**src/soc_map_pkg.sv**
```systemverilog
package soc_map_pkg;

    // Memory-mapped registers sit well above the RAM window
    localparam logic [31:0] GP_ADDR   = 32'h8000_0000;
    localparam logic [31:0] EXIT_ADDR = 32'h8000_0004;

    // Defaults, overridden from the top level
    localparam int DEF_RAM_WORDS  = 256;  // Must stay a power of two
    localparam int DEF_FIFO_DEPTH = 4;

endpackage

```
**src/handshake_fifo.sv**
```systemverilog
`timescale 1ns/1ps

module handshake_fifo import soc_map_pkg::*; #(
    parameter type payload_t  = logic,
    parameter int  FIFO_DEPTH = DEF_FIFO_DEPTH
) (
    input  logic     clkConstrained,
    input  logic     arst_n,

    input  payload_t in_data,
    input  logic     in_req,
    output logic     in_ack,

    output payload_t out_data,
    output logic     out_req,
    input  logic     out_ack
);

    localparam int PTR_W = (FIFO_DEPTH > 1) ? $clog2(FIFO_DEPTH) : 1;
    localparam int CNT_W = $clog2(FIFO_DEPTH + 1);

    typedef enum logic [1:0] {
        OUT_IDLE,
        OUT_REQ,
        OUT_DROP
    } out_state_t;

    payload_t   mem [FIFO_DEPTH];
    logic [PTR_W-1:0] wr_ptr;
    logic [PTR_W-1:0] rd_ptr;
    logic [CNT_W-1:0] count;
    out_state_t out_state;
    logic       full;
    logic       push;
    logic       pop;

    assign full     = (count == CNT_W'(FIFO_DEPTH));
    assign push     = in_req && !in_ack && !full;   // Full holds ack low
    assign pop      = (out_state == OUT_DROP) && !out_ack;
    assign out_req  = (out_state == OUT_REQ);
    assign out_data = mem[rd_ptr];                  // Head stays put until pop

    always_ff @(posedge clkConstrained) begin
        if (push) begin
            mem[wr_ptr] <= in_data;
        end
    end

    always_ff @(posedge clkConstrained or negedge arst_n) begin
        if (!arst_n) begin
            in_ack    <= 1'b0;
            wr_ptr    <= '0;
            rd_ptr    <= '0;
            count     <= '0;
            out_state <= OUT_IDLE;
        end else begin
            if (push) begin
                in_ack <= 1'b1;
                wr_ptr <= (wr_ptr == PTR_W'(FIFO_DEPTH - 1)) ? '0 : wr_ptr + 1'b1;
            end else if (!in_req && in_ack) begin
                in_ack <= 1'b0;
            end
            if (pop) begin
                rd_ptr <= (rd_ptr == PTR_W'(FIFO_DEPTH - 1)) ? '0 : rd_ptr + 1'b1;
            end
            if (push && !pop) begin
                count <= count + 1'b1;
            end else if (pop && !push) begin
                count <= count - 1'b1;
            end
            case (out_state)
                OUT_IDLE: if (count != '0) out_state <= OUT_REQ;
                OUT_REQ:  if (out_ack) out_state <= OUT_DROP;
                OUT_DROP: if (!out_ack) out_state <= OUT_IDLE;  // Entry leaves here
                default:  out_state <= OUT_IDLE;
            endcase
        end
    end

endmodule

```
**config.mk**
```make
export PLATFORM = sky130hd
export DESIGN_NAME = handshake_fifo
export DESIGN_NICKNAME = d
export VERILOG_FILES = /design/src/soc_map_pkg.sv /design/src/handshake_fifo.sv
export SDC_FILE = /design/constraint.sdc
export NUM_CORES = 1
export LEC_CHECK = 0
export BUFFER_PORTS_ARGS = -buffer_cell sky130_fd_sc_hd__buf_2
export CORE_MARGIN = 2
export CORE_UTILIZATION = 39
export DETAILED_ROUTE_END_ITERATION = 10
export HOLD_SLACK_MARGIN = 0.15
export REMOVE_ABC_BUFFERS = 1
export SYNTH_ARGS = -nofsm -noshare
export SYNTH_HDL_FRONTEND = slang
export SYNTH_SLANG_ARGS = --single-unit
```
**constraint.sdc**
```tcl
create_clock -name clkConstrained -period 5.3 [get_ports clkConstrained]
set_input_delay 1.06 -clock clkConstrained [delete_from_list [all_inputs] [get_ports clkConstrained]]
set_output_delay 1.06 -clock clkConstrained [all_outputs]
set_load 0.1 [all_outputs]
```
==> impl_metrics.json <==
{
  "antenna_found_initial": 0,
  "yosys_warnings": 0,
  "grt-ovfl-total": 0,
  "viasPerCell": 4.47,
  "clk_pin_slew_ns": 0.09,
  "cp.required_ns": 4.24,
  "ctsResizeCount": 0,
  "rsz0062_at_grt": "no",
  "avgSynthCellArea_um2": 14.0,
  "synthCells": 52,
  "cts_tree": "built",
  "hold_ws_ns": 0.461,
  "port_buffers": 7,
  "grt_use_total": 0.104,
  "min_period_ns": 2.55,
  "area_delta_synth_final_pct": 14.1,
  "dpl.hpwl_um": 764,
  "cp.arrival_ns": 1.49,
  "die_w_um": 47.2,
  "mappedNetlistArea_um2": 728,
  "synth_area_leaders": "dfrtp_1 (34%), edfxtp_1 (16%), ha_1 (10%)",
  "hold_violations": 0,
  "timing.slew.headroom": 0.679,
  "vias": 393,
  "startpoint_type": "register",
  "max-cap-violations": 0,
  "grt_pass1_wl_um": 1540,
  "insertion_delay_ns": 0.27,
  "postCtsHoldBufs": 0,
  "core_area_um2": 1750,
  "hold_path.class": "register to register",
  "post_cts_buffers": 0,
  "crit_type": "register to output port",
  "crit_path_max_fanout": 4,
  "wl_per_cell_um": 10.3,
  "max_freq_ghz": 0.392,
  "utilization": 0.476,
  "htree_levels": 1,
  "ios": 8,
  "clock-sinks": 14,
  "setup_tns_ns": 0,
  "drc": 0,
  "grt_max_degree": 11,
  "gp_congestion": 0.699,
  "chipHeight_um": 47.2,
  "drive_above_1_share": 0.397,
  "final_cells": 88,
  "ant_nets": 0,
  "row_count": 15,
  "root_buffer": "clkbuf_4",
  "status": "completed",
  "ys_ff_latch": 14,
  "slew_viol_final": 0,
  "irDropWorstVdd_mv": 0.219,
  "synth.top_cell.area_share": 0.344,
  "numCtsBuffers": 3,
  "final_nets": 76,
  "timing.final.crit_share": 0.482,
  "yosysUniqueCellTypes": 21,
  "p_leak_nw": 0.362,
  "drt-total-wl_um": 907,
  "grt_pass1_vias": 399,
  "skew_ns": 0.00602,
  "crit_chain": "mux4_2 -> buf_2",
  "die-area_um2": 2230,
  "cp_slowest_stage_delay_ns": 0.50,
  "finalSetupViolCount": 0,
  "start_util": 0.417,
  "clk_path_buf_depth": 2,
  "endpoint_kind": "output port",
  "firstDrtPassIters": 2,
  "dp_cells": 84,
  "synth_seq_area_share": 0.509,
  "first_iter_violations": 3,
  "synth_top_area_cell": "dfrtp_1",
  "power_density_nw_per_um2": 601,
  "diodes": 0,
  "tightest_slew_ns": 0.485,
  "crit_path_top_delay_cell": "mux4_2"
}
[flip-flops by register name, indices dropped and copies added, names as in the netlist]
name / flops
in_ack: 1
out_state: 2
mem: 4
rd_ptr: 2
count: 3
wr_ptr: 2
[metal layers]
metal,GRT usage,routed length (um),part of all wire
met1,0.115,404,0.45
met2,0.181,473,0.52
met4,0.0500,0,0
met3,0.0346,29,0.032
met5,0,0,0
[logic make-up after synthesis]
logic type	Yosys count	synth area share
AOI/OAI and AO/OA	4	0.0550
xor gates and xnor gates	3	0.0361
adders and majority gates	7	0.131
buffers and inverters	4	0.0206
DFF	14	0.509
muxes	6	0.119
and+or+nand+nor	14	0.131
[stage by stage]
stage / total power, mW / setup slack, ns / instance area [um2]
after floorplan: 0.392 / 2.48 / 728
after global placement: 0.426 / 2.74 / 795
after detailed placement: 0.431 / 2.72 / 795
after CTS: 0.507 / 2.73 / 831
after global routing: 0.537 / 2.69 / 831
final: 0.499 / 2.75 / 831
[power breakdown]
group	switching, mW	internal (mW)	leakage (nW)
Clock	0.0327	0.0417	0.0210
Sequential	0.0445	0.151	0.156
Combinational	0.136	0.0927	0.186
[worst max-delay path: cells and delay by family, from the launching register on]
kind     cells  cell delay [ns]
mux          1             0.50
flops        1             0.41
buf+inv      1             0.30
[final timing paths]
path                               from            to  slack [ns]  cells past startpoint
max                           rd_ptr[0]      out_data        2.75                      2
min                        out_state[1]  out_state[0]        0.46                      1
max reg2reg                    count[0]      count[2]        3.38                      8
min reg2reg                out_state[1]  out_state[0]        0.46                      1
max in group asynchronous        arst_n     wr_ptr[0]        4.48                      1
min in group asynchronous        arst_n      count[2]        0.63                      1
[cell type report]
cell class	count	area [um2]
multi-input cells	34	343
well taps	25	31.3
repair buffers	7	35.0
inverters	4	15.0
fillers	172	915
clock buffers	4	36.3
flip-flops and latches	14	370
[cells in the final DEF (no fill, tap or decap), drive strengths merged]
master / n
edfxtp: 4
mux2: 5
nand2: 1
xnor2: 1
buf: 7
dfrtp: 10
xor2: 2
o21a: 2
nor2: 5
nor2b: 3
and2: 4
inv: 4
a221oi: 1
clkbuf: 4
a21oi: 1
nand2b: 1
fa: 1
mux4: 1
ha: 6
[Yosys cell counts]
master,count
nand2_1,1
nand2b_1,1
a21oi_4,1
nor2b_2,1
inv_1,4
ha_1,6
mux2_2,3
o21a_1,2
nor2b_4,1
nor2_1,4
mux4_2,1
xnor2_1,1
fa_1,1
mux2_4,2
a221oi_1,1
nor2_4,1
edfxtp_1,4
nor2b_1,1
xor2_1,2
and2_2,4
dfrtp_1,10
(Power assumes the default switching activity.)
