==> src/mem_types_pkg.sv <==
package mem_types_pkg;

    // Which core port a transaction belongs to
    typedef enum logic {
        SRC_FETCH = 1'b0,
        SRC_DATA  = 1'b1
    } mem_src_t;

    // Request travelling from the core side towards the RAM
    typedef struct packed {
        mem_src_t    src;
        logic        write;
        logic [31:0] addr;   // Byte address, word aligned
        logic [31:0] wdata;
        logic [31:0] wmask;  // Per-bit enable, 1 = take wdata
    } mem_req_t;

    // Response travelling back to the core side
    typedef struct packed {
        mem_src_t    src;
        logic        write;  // Echo of the request, no data for writes
        logic [31:0] rdata;
    } mem_rsp_t;

endpackage

==> src/core_port.sv <==
`timescale 1ns/1ps

module core_port import mem_types_pkg::*; (
    input  logic        clkConstrained,
    input  logic        arst_n,

    input  logic        inst_start,
    input  logic [31:0] i_addr,
    output logic        inst_ready,
    output logic [31:0] inst,
    output logic        inst_valid,

    input  logic        d_cmd_start,
    input  logic        d_cmd_write,
    input  logic [31:0] d_addr,
    input  logic [31:0] wdata,
    input  logic [31:0] wmask,
    output logic        d_cmd_ready,
    output logic [31:0] rdata,
    output logic        rdata_valid,

    output mem_req_t    req_out,
    output logic        req_out_req,
    input  logic        req_out_ack,

    input  mem_rsp_t    rsp_in,
    input  logic        rsp_in_req,
    output logic        rsp_in_ack
);

    typedef enum logic [1:0] {
        TX_IDLE,
        TX_REQ,
        TX_DROP
    } tx_state_t;

    tx_state_t   tx_state;
    logic        f_pend;
    logic        d_pend;
    logic [31:0] f_addr;
    mem_req_t    d_slot;
    logic        f_accept;
    logic        d_accept;
    logic        issue_data;
    logic        issue_fetch;
    logic        rsp_take;

    assign f_accept    = inst_start && inst_ready;
    assign d_accept    = d_cmd_start && d_cmd_ready;
    assign issue_data  = (tx_state == TX_IDLE) && d_pend;           // Data wins a tie
    assign issue_fetch = (tx_state == TX_IDLE) && !d_pend && f_pend;
    assign rsp_take    = rsp_in_req && !rsp_in_ack;
    assign req_out_req = (tx_state == TX_REQ);

    // Command slots and the outgoing request payload
    always_ff @(posedge clkConstrained) begin
        if (f_accept) begin
            f_addr <= i_addr;
        end
        if (d_accept) begin
            d_slot <= '{src: SRC_DATA, write: d_cmd_write, addr: d_addr,
                        wdata: wdata, wmask: wmask};
        end
        if (issue_data) begin
            req_out <= d_slot;
        end else if (issue_fetch) begin
            req_out <= '{src: SRC_FETCH, write: 1'b0, addr: f_addr,
                         wdata: '0, wmask: '0};
        end
        if (rsp_take && rsp_in.src == SRC_FETCH) begin
            inst <= rsp_in.rdata;
        end
        if (rsp_take && rsp_in.src == SRC_DATA && !rsp_in.write) begin
            rdata <= rsp_in.rdata;
        end
    end

    always_ff @(posedge clkConstrained or negedge arst_n) begin
        if (!arst_n) begin
            f_pend   <= 1'b0;
            d_pend   <= 1'b0;
            tx_state <= TX_IDLE;
        end else begin
            if (f_accept) begin
                f_pend <= 1'b1;
            end else if (issue_fetch) begin
                f_pend <= 1'b0;
            end
            if (d_accept) begin
                d_pend <= 1'b1;
            end else if (issue_data) begin
                d_pend <= 1'b0;
            end
            case (tx_state)
                TX_IDLE: if (issue_data || issue_fetch) tx_state <= TX_REQ;
                TX_REQ:  if (req_out_ack) tx_state <= TX_DROP;
                TX_DROP: if (!req_out_ack) tx_state <= TX_IDLE;  // Wait for ack release
                default: tx_state <= TX_IDLE;
            endcase
        end
    end

    // Response receiver, valid pulses and ready return
    always_ff @(posedge clkConstrained or negedge arst_n) begin
        if (!arst_n) begin
            rsp_in_ack  <= 1'b0;
            inst_ready  <= 1'b1;
            d_cmd_ready <= 1'b1;
            inst_valid  <= 1'b0;
            rdata_valid <= 1'b0;
        end else begin
            inst_valid  <= 1'b0;
            rdata_valid <= 1'b0;
            if (f_accept) begin
                inst_ready <= 1'b0;
            end
            if (d_accept) begin
                d_cmd_ready <= 1'b0;
            end
            if (rsp_take) begin
                rsp_in_ack <= 1'b1;
                if (rsp_in.src == SRC_FETCH) begin
                    inst_valid <= 1'b1;
                    inst_ready <= 1'b1;
                end else begin
                    rdata_valid <= !rsp_in.write;  // Writes only give ready back
                    d_cmd_ready <= 1'b1;
                end
            end else if (!rsp_in_req && rsp_in_ack) begin
                rsp_in_ack <= 1'b0;
            end
        end
    end

endmodule

==> config.mk <==
export PLATFORM = sky130hd
export DESIGN_NAME = core_port
export DESIGN_NICKNAME = d
export VERILOG_FILES = /design/src/mem_types_pkg.sv /design/src/core_port.sv
export SDC_FILE = /design/constraint.sdc
export NUM_CORES = 1
export LEC_CHECK = 0
export ABC_AREA = 1
export ABC_CLOCK_PERIOD_IN_PS = 9200
export BUFFER_PORTS_ARGS = -buffer_cell sky130_fd_sc_hd__buf_2
export CORE_MARGIN = 2
export CORE_UTILIZATION = 54
export DETAILED_ROUTE_END_ITERATION = 16
export GPL_TIMING_DRIVEN = 1
export PLACE_DENSITY = 0.95
export SETUP_SLACK_MARGIN = 0.5
export SLEW_MARGIN = 20
export SYNTH_ARGS = -nofsm -noshare
export SYNTH_HDL_FRONTEND = slang
export SYNTH_SLANG_ARGS = --single-unit
==> constraint.sdc <==
create_clock -name clkConstrained -period 9.2 [get_ports clkConstrained]
set_clock_uncertainty 0.05 [all_clocks]
set_input_delay 1.84 -clock clkConstrained [delete_from_list [all_inputs] [get_ports clkConstrained]]
set_output_delay 1.84 -clock clkConstrained [all_outputs]
set_load 0.1 [all_outputs]
==> results.sh, run 1 <==
export IMPL_ys_ff_latch=300
export IMPL_cts_sinks=300
export IMPL_required_ps=7310
export IMPL_dr_pass1_iters=4
export IMPL_gr_total_overflow=0
export IMPL_relSlewSlack_pct=27.8
export IMPL_htreeDepth=1
export IMPL_ys_seq_area_share_pct=88.7
export IMPL_hpwl_mm=15.2
export IMPL_dr_first_iter_drc_count=342
export IMPL_drv_cap=0
export IMPL_hold_viol_final=0
export IMPL_hold_slack_ps=431
export IMPL_reg2reg_slack_ps=6560
export IMPL_synthXorXnorAreaFrac_pct=0
export IMPL_grt_pass1_vias=6047
export IMPL_nNetsFinal=1105
export IMPL_cts_root_buf="clkbuf_16"
export IMPL_final_max_slew_violation_count=0
export IMPL_post_cts_resized=0
export IMPL_insertion_delay_ps=520
export IMPL_crit_chain="inv_1 -> nor2_1 -> buf_2"
export IMPL_r2r_start="d_pend"
export IMPL_fin_ws_ps=5760
export IMPL_worst_pin_slew_ps=1080
export IMPL_worst_setup_hold_path_clk_slew_ps=60
export IMPL_rows=50
export IMPL_rsz0062_at_grt="no"
export IMPL_wire_per_inst_um=18.4
export IMPL_synthAdderAreaFrac_pct=0.124
export IMPL_syn_nets=748
export IMPL_synth_distinct_cells=16
export IMPL_synth_area_um2=10100
export IMPL_gp_congestion=0.824
export IMPL_clock_tree_buffer_depth=3
export IMPL_numCtsBuffers=29
export IMPL_start_util_pct=54.6
export IMPL_worstPathMaxFanout=3
export IMPL_reg2reg_to="req_out[92]"
export IMPL_wirelength_mm=22.0
export IMPL_area_growth_pct=28.8
export IMPL_die_h_um=141
export IMPL_vias=5890
export IMPL_yosys_warnings=0
export IMPL_postSynthAreaPerCell_um2=17.5
export IMPL_max_freq_mhz=291
export IMPL_outcome="finished, final reports clean"
export IMPL_die_x_um=141
export IMPL_via_per_inst=4.94
export IMPL_synth_area_leaders="edfxtp_1 86%, inv_1 2.9%, nand2_1 2.7%"
export IMPL_synth_compound_area_share_pct=0.272
export IMPL_hp_start="f_pend"
export IMPL_setup_viol=0
export IMPL_antenna_found_initial=4
export IMPL_final_period_utilization_pct=37.4
export IMPL_cts_setup_buffers=0
export IMPL_synth_top_family_by_area="simple AND/OR/NAND/NOR gates"
export IMPL_grt_max_degree=99
export IMPL_synthCells=578
export IMPL_hold_path_depth=2
export IMPL_port_buffers=336
export IMPL_period_needed_ps=3440
export IMPL_yosysTopAreaCellShare_pct=86.5
export IMPL_start_kind="register"
export IMPL_layout_commonest_cell="buf_2"
export IMPL_synth_mux_area_share_pct=0
export IMPL_core_um2=18500
export IMPL_dieArea_um2=19800
export IMPL_ant_nets=0
export IMPL_crit_arrival_ps=1550
export IMPL_ctsHoldBuffers=0
export IMPL_r2r_cells=4
export IMPL_end_kind="primary output"
export IMPL_worstHoldPathType="reg -> reg"
export IMPL_io_pins=337
export IMPL_cpPeakStageDelay_ps=450
export IMPL_grtUsageTotal_pct=21.8
export IMPL_place_ws_ps=5560
export IMPL_worstHoldEndpoint="f_pend"
export IMPL_drive_gt1_share_pct=41.4
export IMPL_tns_ps=0
export IMPL_synth_area_leader_cell="edfxtp_1"
export IMPL_yosys_area_share_simple_pct=7.11
export IMPL_path_class="reg -> out"
export IMPL_drcViolationCount=0
export IMPL_final_cell_mix="336 x buf_2, 291 x edfxtp_1, 76 x inv_1"
export IMPL_slowest_stage="buf_2"
export IMPL_grt_pass1_wl_mm=32.5
export IMPL_cts_tree="yes"
worst max-delay path by stage:
stage / startpoint / endpoint / slack, ps / cells after the start
2_1_floorplan: rsp_in_req / rdata[0] / 4400 / 3
3_3_place_gp: d_cmd_start / d_slot[55] / 5650 / 4
3_5_place_dp: d_cmd_start / d_slot[35] / 5560 / 4
4_1_cts: tx_state[0] / req_out_req / 5740 / 3
5_1_grt: tx_state[0] / req_out_req / 5670 / 3
6_report: tx_state[0] / req_out_req / 5760 / 3
routing by layer:
metal	part of all wire (%)	track usage, %	vias up
met3	9.1	6.76	54
met1	34	24.5	2799
li1	-	-	2729
met5	0.059	0	-
met4	3.5	8.16	2
met2	53	39.2	306
registers in the layout, indices dropped and copies added (netlist names):
name         flops
d_slot          97
d_cmd_ready      1
f_pend           1
tx_state         2
inst_valid       1
req_out         98
inst            32
rsp_in_ack       1
d_pend           1
rdata           32
inst_ready       1
rdata_valid      1
f_addr          32
Yosys cell counts:
master / n
o22ai_1: 2
dfrtp_1: 7
nor3_1: 3
ha_1: 1
buf_6: 2
nand3_1: 32
nor2_1: 67
o21ai_0: 3
inv_1: 78
clkbuf_1: 7
dfstp_2: 2
buf_2: 8
edfxtp_1: 291
nand2_1: 73
nor2_4: 1
nand2_2: 1
cells by family (layout without fill, tap and decap cells):
| logic type | Yosys count | after routing |
|---|---|---|
| flops | 300 | 300 |
| simple gates | 177 | 177 |
| buf+inv | 95 | 474 |
| compound gates | 5 | 5 |
| fa+ha+maj | 1 | 1 |
| other cells | 0 | 2 |
through the flow:
step	utilization (%)	instance area [um^2]	std cells
after global routing	70.3	13000	1193
after global placement	65.1	12100	1138
after detailed placement	65.1	12100	1138
after floorplan	-	10100	578
final	70.3	13000	1193
after CTS	70.3	13000	1191
area by class of cell:
cell class / count / area [um^2]
diodes: 2 / 5.00
clock buffers: 40 / 797
clock inverters: 13 / 151
fillers: 1170 / 5500
inverters: 78 / 298
multi-input cells: 183 / 771
flip-flops and latches: 300 / 8970
well taps: 234 / 293
repair buffers: 343 / 1730
critical path, delay by kind of cell, from the launching register on:
family	cells	cell delay [ps]
buf+inv	2	510
simple gates	1	120
flops	1	410
Power of run 1 is left out: the tool's default activity adds up to more than one toggle a clock period on the data nets, which glitch-free logic cannot reach.
==> run 2, diff against run 1 <==
- ABC_CLOCK_PERIOD_IN_PS: 9200 -> 2850
- CORE_UTILIZATION: 54 -> 45
- PLACE_DENSITY: 0.95 -> 0.85
- clock period: 9.2 -> 2.85 ns (I/O delays scaled with it)
==> run 2 against run 1 <==
  * Register-to-register slack got worse by 5600 ps
  * Count of clock-buffer cells in the layout fell by 4
  * Flip-flop and latch count did not move
  * Critical path depth did not move
==> results.sh, run 2 (synthesis gave the netlist of run 1 again) <==
export IMPL_drcViolationCount=0
export IMPL_outcome="finished, final reports clean"
export IMPL_relSlewSlack_pct=56.9
export IMPL_die_x_um=154
export IMPL_final_max_slew_violation_count=0
export IMPL_path_class="reg -> out"
export IMPL_slowest_stage="buf_2"
export IMPL_rows=54
export IMPL_grtUsageTotal_pct=18.3
export IMPL_grt_pass1_wl_mm=32.8
export IMPL_dieArea_um2=23700
export IMPL_layout_commonest_cell="buf_2"
export IMPL_period_needed_ps=2230
export IMPL_hpwl_mm=15.5
export IMPL_required_ps=2230
export IMPL_worst_pin_slew_ps=646
export IMPL_io_pins=337
export IMPL_numCtsBuffers=30
export IMPL_ant_nets=0
export IMPL_via_per_inst=4.62
export IMPL_gr_total_overflow=0
export IMPL_setup_viol=0
export IMPL_port_buffers=336
export IMPL_cpPeakStageDelay_ps=470
export IMPL_crit_arrival_ps=1610
export IMPL_reg2reg_to="req_out[87]"
export IMPL_rsz0062_at_grt="no"
export IMPL_vias=5764
export IMPL_cts_setup_buffers=0
export IMPL_htreeDepth=1
export IMPL_post_cts_resized=0
export IMPL_dr_first_iter_drc_count=389
export IMPL_hold_viol_final=0
export IMPL_cts_sinks=300
export IMPL_drv_cap=0
export IMPL_start_util_pct=46.0
export IMPL_crit_chain="inv_1 -> nor2_1 -> buf_2"
export IMPL_insertion_delay_ps=530
export IMPL_dr_pass1_iters=6
export IMPL_worst_setup_hold_path_clk_slew_ps=60
export IMPL_drive_gt1_share_pct=41.6
export IMPL_worstPathMaxFanout=3
export IMPL_tns_ps=0
export IMPL_worstHoldPathType="in -> reg"
export IMPL_grt_max_degree=99
export IMPL_r2r_start="tx_state[1]"
export IMPL_nNetsFinal=1110
export IMPL_worstHoldEndpoint="d_slot[30]"
export IMPL_hold_path_depth=1
export IMPL_crit_family="buffers and inverters"
export IMPL_top_regs="req_out x98, d_slot x97"
export IMPL_largest_reg_flops=98
export IMPL_wire_per_inst_um=17.7
export IMPL_ctsHoldBuffers=1
export IMPL_gp_congestion=0.808
export IMPL_clock_tree_buffer_depth=3
export IMPL_core_um2=22000
export IMPL_top_register="req_out"
export IMPL_area_growth_pct=29.9
export IMPL_reg2reg_slack_ps=980
export IMPL_final_cell_mix="336 x buf_2, 291 x edfxtp_1, 76 x inv_1"
export IMPL_final_period_utilization_pct=78.1
export IMPL_max_freq_mhz=449
export IMPL_antenna_found_initial=7
export IMPL_end_kind="primary output"
export IMPL_start_kind="register"
export IMPL_cts_tree="yes"
export IMPL_grt_pass1_vias=6030
export IMPL_worst_path_buf_inv=2
export IMPL_wirelength_mm=22.1
export IMPL_cts_root_buf="clkbuf_16"
export IMPL_r2r_cells=4
export IMPL_hold_slack_ps=154
export IMPL_hp_start="wmask[30]"
export IMPL_die_h_um=154
run 2: worst register-to-register path, delay by kind of cell, from the launching register on:
family / cells / cell delay [ps]
and+or+nand+nor: 1 / 290
AOI/OAI and AO/OA: 1 / 110
DFF: 1 / 420
buffers and inverters: 2 / 460
run 2: how the worst max path moves through the flow:
stage	start	to	slack [ps]	depth (start not counted)
5_1_grt	tx_state[0]	req_out_req	530	3
3_3_place_gp	rsp_in_req	rdata[30]	960	5
3_5_place_dp	rsp_in_req	rdata[8]	940	5
2_1_floorplan	d_pend	req_out[0]	330	3
6_report	tx_state[0]	req_out_req	620	3
4_1_cts	tx_state[0]	req_out_req	590	3
run 2: cell type report:
class                      instances  area (um^2)
sequential                       300         8970
fill                            1607         8830
timing repair buffer             347         1800
multi-input combinational        183          796
clock buffer                      36          795
tap                              280          350
inverter                          78          300
clock inverter                    19         97.6
antenna                            4         10.0
run 2: metal layers:
| metal | wire [um] | up-vias | GRT usage, % |
|---|---|---|---|
| li1 | - | 2736 | - |
| met1 | 8300 | 2678 | 20.6 |
| met2 | 10900 | 288 | 31.4 |
| met3 | 2090 | 58 | 6.96 |
| met4 | 857 | 4 | 7.65 |
| met5 | 29 | - | 0 |
run 2: metrics by stage:
step                instance area, um^2  setup slack [ps]  instances  utilization [%]
finish                            13100               624       1247             59.8
global route                      13100               529       1247             59.8
CTS                               13100               585       1243             59.7
detailed placement                12200               936       1187             55.6
global placement                  12200               960       1187             55.6
floorplan                         10200               334        578                -
Power of run 2 is left out for the same reason.
==> run 3, diff against run 2 <==
- ABC_AREA: 1 -> 0
- ABC_CLOCK_PERIOD_IN_PS: 2850 -> 2300
- CORE_UTILIZATION: 45 -> 50
- PLACE_DENSITY: 0.85 -> 0.89
- clock period: 2.85 -> 2.3 ns (I/O delays scaled with it)
==> run 3 against run 2 <==
  * Critical path depth is 2 lower
  * First-iteration DRC count is 47% lower
  * Sequential share of layout area is 2.4 points lower
  * Synthesized area is 1.2% lower
  * Cell count is 12% lower
  * Worst hold slack worse by 130 ps
  * Register-to-register slack worse by 490 ps
  * Global-route usage is 2.9 points higher
  * Die area is 11% lower
  * Via count is 6.3% lower
  * Flip-flop and latch count stayed put
  * Count of clock-buffer cells in the layout is 2 lower
==> results.sh, run 3 <==
export IMPL_outcome="finished, final reports clean"
export IMPL_antenna_found_initial=1
export IMPL_synthArstFlopShare_pct=3.00
export IMPL_yosysTopAreaCellShare_pct=87.5
export IMPL_required_ps=1790
export IMPL_ir_drop_mv=0.873
export IMPL_dieArea_um2=21100
export IMPL_cts_sinks=300
export IMPL_drcViolationCount=0
export IMPL_ys_seq_area_share_pct=89.8
export IMPL_htreeDepth=1
export IMPL_crit_family="flip-flops"
export IMPL_synth_common_cells="291 x edfxtp_1, 67 x and2_1, 32 x mux2_2"
export IMPL_synthAdderAreaFrac_pct=0.125
export IMPL_final_cell_mix="291 x edfxtp_1, 168 x buf_2, 157 x buf_4"
export IMPL_rsz0062_at_grt="yes"
export IMPL_power_density_nw_per_um2=1570
export IMPL_io_pins=337
export IMPL_crit_arrival_ps=1360
export IMPL_wl_met3_mm=2.32
export IMPL_synth_top_family_by_area="simple AND/OR/NAND/NOR gates"
export IMPL_met1Wirelength_mm=8.00
export IMPL_final_period_utilization_pct=81.4
export IMPL_ys_ff_latch=300
export IMPL_max_freq_mhz=534
export IMPL_final_max_slew_violation_count=0
export IMPL_power_mw=21.4
export IMPL_final_util_pct=69.7
export IMPL_nNetsFinal=982
export IMPL_gr_total_overflow=0
export IMPL_layout_commonest_cell="edfxtp_1"
export IMPL_grt_pass1_vias=5841
export IMPL_top_register="req_out"
export IMPL_worst_path_buf_inv=1
export IMPL_dr_pass1_iters=4
export IMPL_start_kind="register"
export IMPL_insertion_delay_ps=540
export IMPL_drv_cap=0
export IMPL_setup_viol=0
export IMPL_synth_ff_type="edfxtp_1"
export IMPL_grtUsageTotal_pct=21.2
export IMPL_grt_pass1_wl_mm=33.6
export IMPL_postSynthAreaPerCell_um2=23.0
export IMPL_period_needed_ps=1870
export IMPL_slowest_stage="dfstp_4"
export IMPL_synth_mux_area_share_pct=3.61
export IMPL_largest_reg_flops=98
export IMPL_grt_max_degree=62
export IMPL_clock_tree_buffer_depth=3
export IMPL_leakagePower_nw=5.28
export IMPL_cpPeakStageDelay_ps=640
export IMPL_worstPathMaxFanout=3
export IMPL_end_kind="primary output"
export IMPL_synth_edf_count=291
export IMPL_worstHoldPathType="in -> reg"
export IMPL_synth_compound_area_share_pct=0.439
export IMPL_port_buffers=336
export IMPL_dr_first_iter_drc_count=208
export IMPL_yosys_warnings=0
export IMPL_hpwl_mm=15.0
export IMPL_rows=51
export IMPL_via_per_inst=4.91
export IMPL_ant_nets=0
export IMPL_die_x_um=145
export IMPL_crit_chain="buf_12"
export IMPL_drive_gt1_share_pct=53.5
export IMPL_synth_distinct_cells=22
export IMPL_met2_length_mm=12.3
export IMPL_vias=5402
export IMPL_cts_root_buf="clkbuf_16"
export IMPL_synth_area_leader_cell="edfxtp_1"
export IMPL_maxUsedRoutingLayer="met4"
export IMPL_cts_tree="yes"
export IMPL_syn_nets=605
export IMPL_path_class="reg -> out"
export IMPL_synth_area_leaders="edfxtp_1 88%, and2_1 4.2%, mux2_2 3.6%"
export IMPL_wirelength_mm=23.4
export IMPL_gp_congestion=0.790
export IMPL_hold_viol_final=0
export IMPL_synthCells=435
export IMPL_core_um2=19500
export IMPL_synth_area_um2=9980
export IMPL_start_util_pct=51.1
export IMPL_worst_setup_hold_path_clk_slew_ps=60
export IMPL_reg2reg_slack_ps=490
export IMPL_synthXorXnorAreaFrac_pct=0
export IMPL_numCtsBuffers=29
export IMPL_yosys_area_share_simple_pct=4.96
export IMPL_wire_per_inst_um=21.3
export IMPL_area_growth_pct=36.4
export IMPL_top_regs="req_out x98, d_slot x97"
export IMPL_worst_pin_slew_ps=516
export IMPL_relSlewSlack_pct=65.6
export IMPL_yosysMostFrequentCell="edfxtp_1"
export IMPL_die_h_um=145
==> run 3: changes by cell type after synthesis, moves of 2 or more <==
cell	before	now
nor2_1	67	4
inv_1	78	4
buf_2	8	1
nand2_1	73	2
nand2b_1	0	2
nor2b_1	0	2
clkbuf_1	7	3
nand3_1	32	0
and2_1	0	67
buf_6	2	6
mux2_2	0	32
==> run 3: worst paths after layout <==
path / cells after the start / start / to
setup / recovery: 1 / d_cmd_ready / d_cmd_ready
hold / removal: 2 / d_cmd_start / d_cmd_ready
setup reg to reg: 5 / tx_state[0] / req_out[92]
hold reg to reg: 1 / d_slot[19] / req_out[19]
max in group asynchronous: 2 / arst_n / inst_ready
min in group asynchronous: 2 / arst_n / rsp_in_ack
==> run 3: metrics by stage <==
step | worst slack, ps | cell area [um^2] | setup TNS (ps) | cells | hold slack [ps]
2_1_floorplan | -1040 | 10000 | -102260 | 435 | 114
3_3_place_gp | 522 | 12100 | 0 | 1036 | 289
3_5_place_dp | 506 | 12100 | 0 | 1036 | 289
4_1_cts | 390 | 13400 | 0 | 1091 | 5.51
5_1_grt | 399 | 13600 | 0 | 1099 | 19.7
6_report | 428 | 13600 | 0 | 1100 | 27.8
==> run 3: power breakdown <==
part / switching [mW] / total (mW) / internal [mW]
sequential: 0.375 / 7.84 / 7.47
clock: 1.92 / 4.46 / 2.54
combinational: 7.26 / 9.05 / 1.79
total: 9.56 / 21.4 / 11.8
==> run 3: cells by family (layout without fill, tap and decap cells) <==
family                   Yosys count  after routing
flip-flops                       300            300
AND/OR/NAND/NOR                   80             80
multiplexers                      32             32
buffers and inverters             15            413
AO/OA/AOI/OAI                      7              7
adder cells (fa/ha/maj)            1              1
other                              0              2
==> run 3: final cells by class <==
cell class	count	area [um^2]
Antenna cell	2	5.00
Clock buffer	34	744
Clock inverter	18	148
Fill cell	1150	5910
Inverter	4	15.0
Multi-Input combinational cell	120	971
Sequential cell	300	8980
Tap cell	265	332
Timing Repair Buffer	357	2420
==> run 3: per-layer routing <==
| metal | global-route usage (%) | vias to the layer above |
|---|---|---|
| met5 | 0 | - |
| met4 | 7.25 | 0 |
| met3 | 6.64 | 53 |
| met2 | 38.1 | 312 |
| met1 | 24.0 | 2621 |
| li1 | - | 2416 |
==> run 3: timing repair <==
action / in CTS / in global routing
endpoints found under the hold margin: 9 / 0
setup endpoints to repair: 165 / 72
setup buffers: 2 / 5
hold buffers: 1 / 0
pin swaps: 0 / 1
cloned: 0 / 2
gates resized for setup: 166 / 25
No activity file was read; power rests on OpenSTA's default activity.
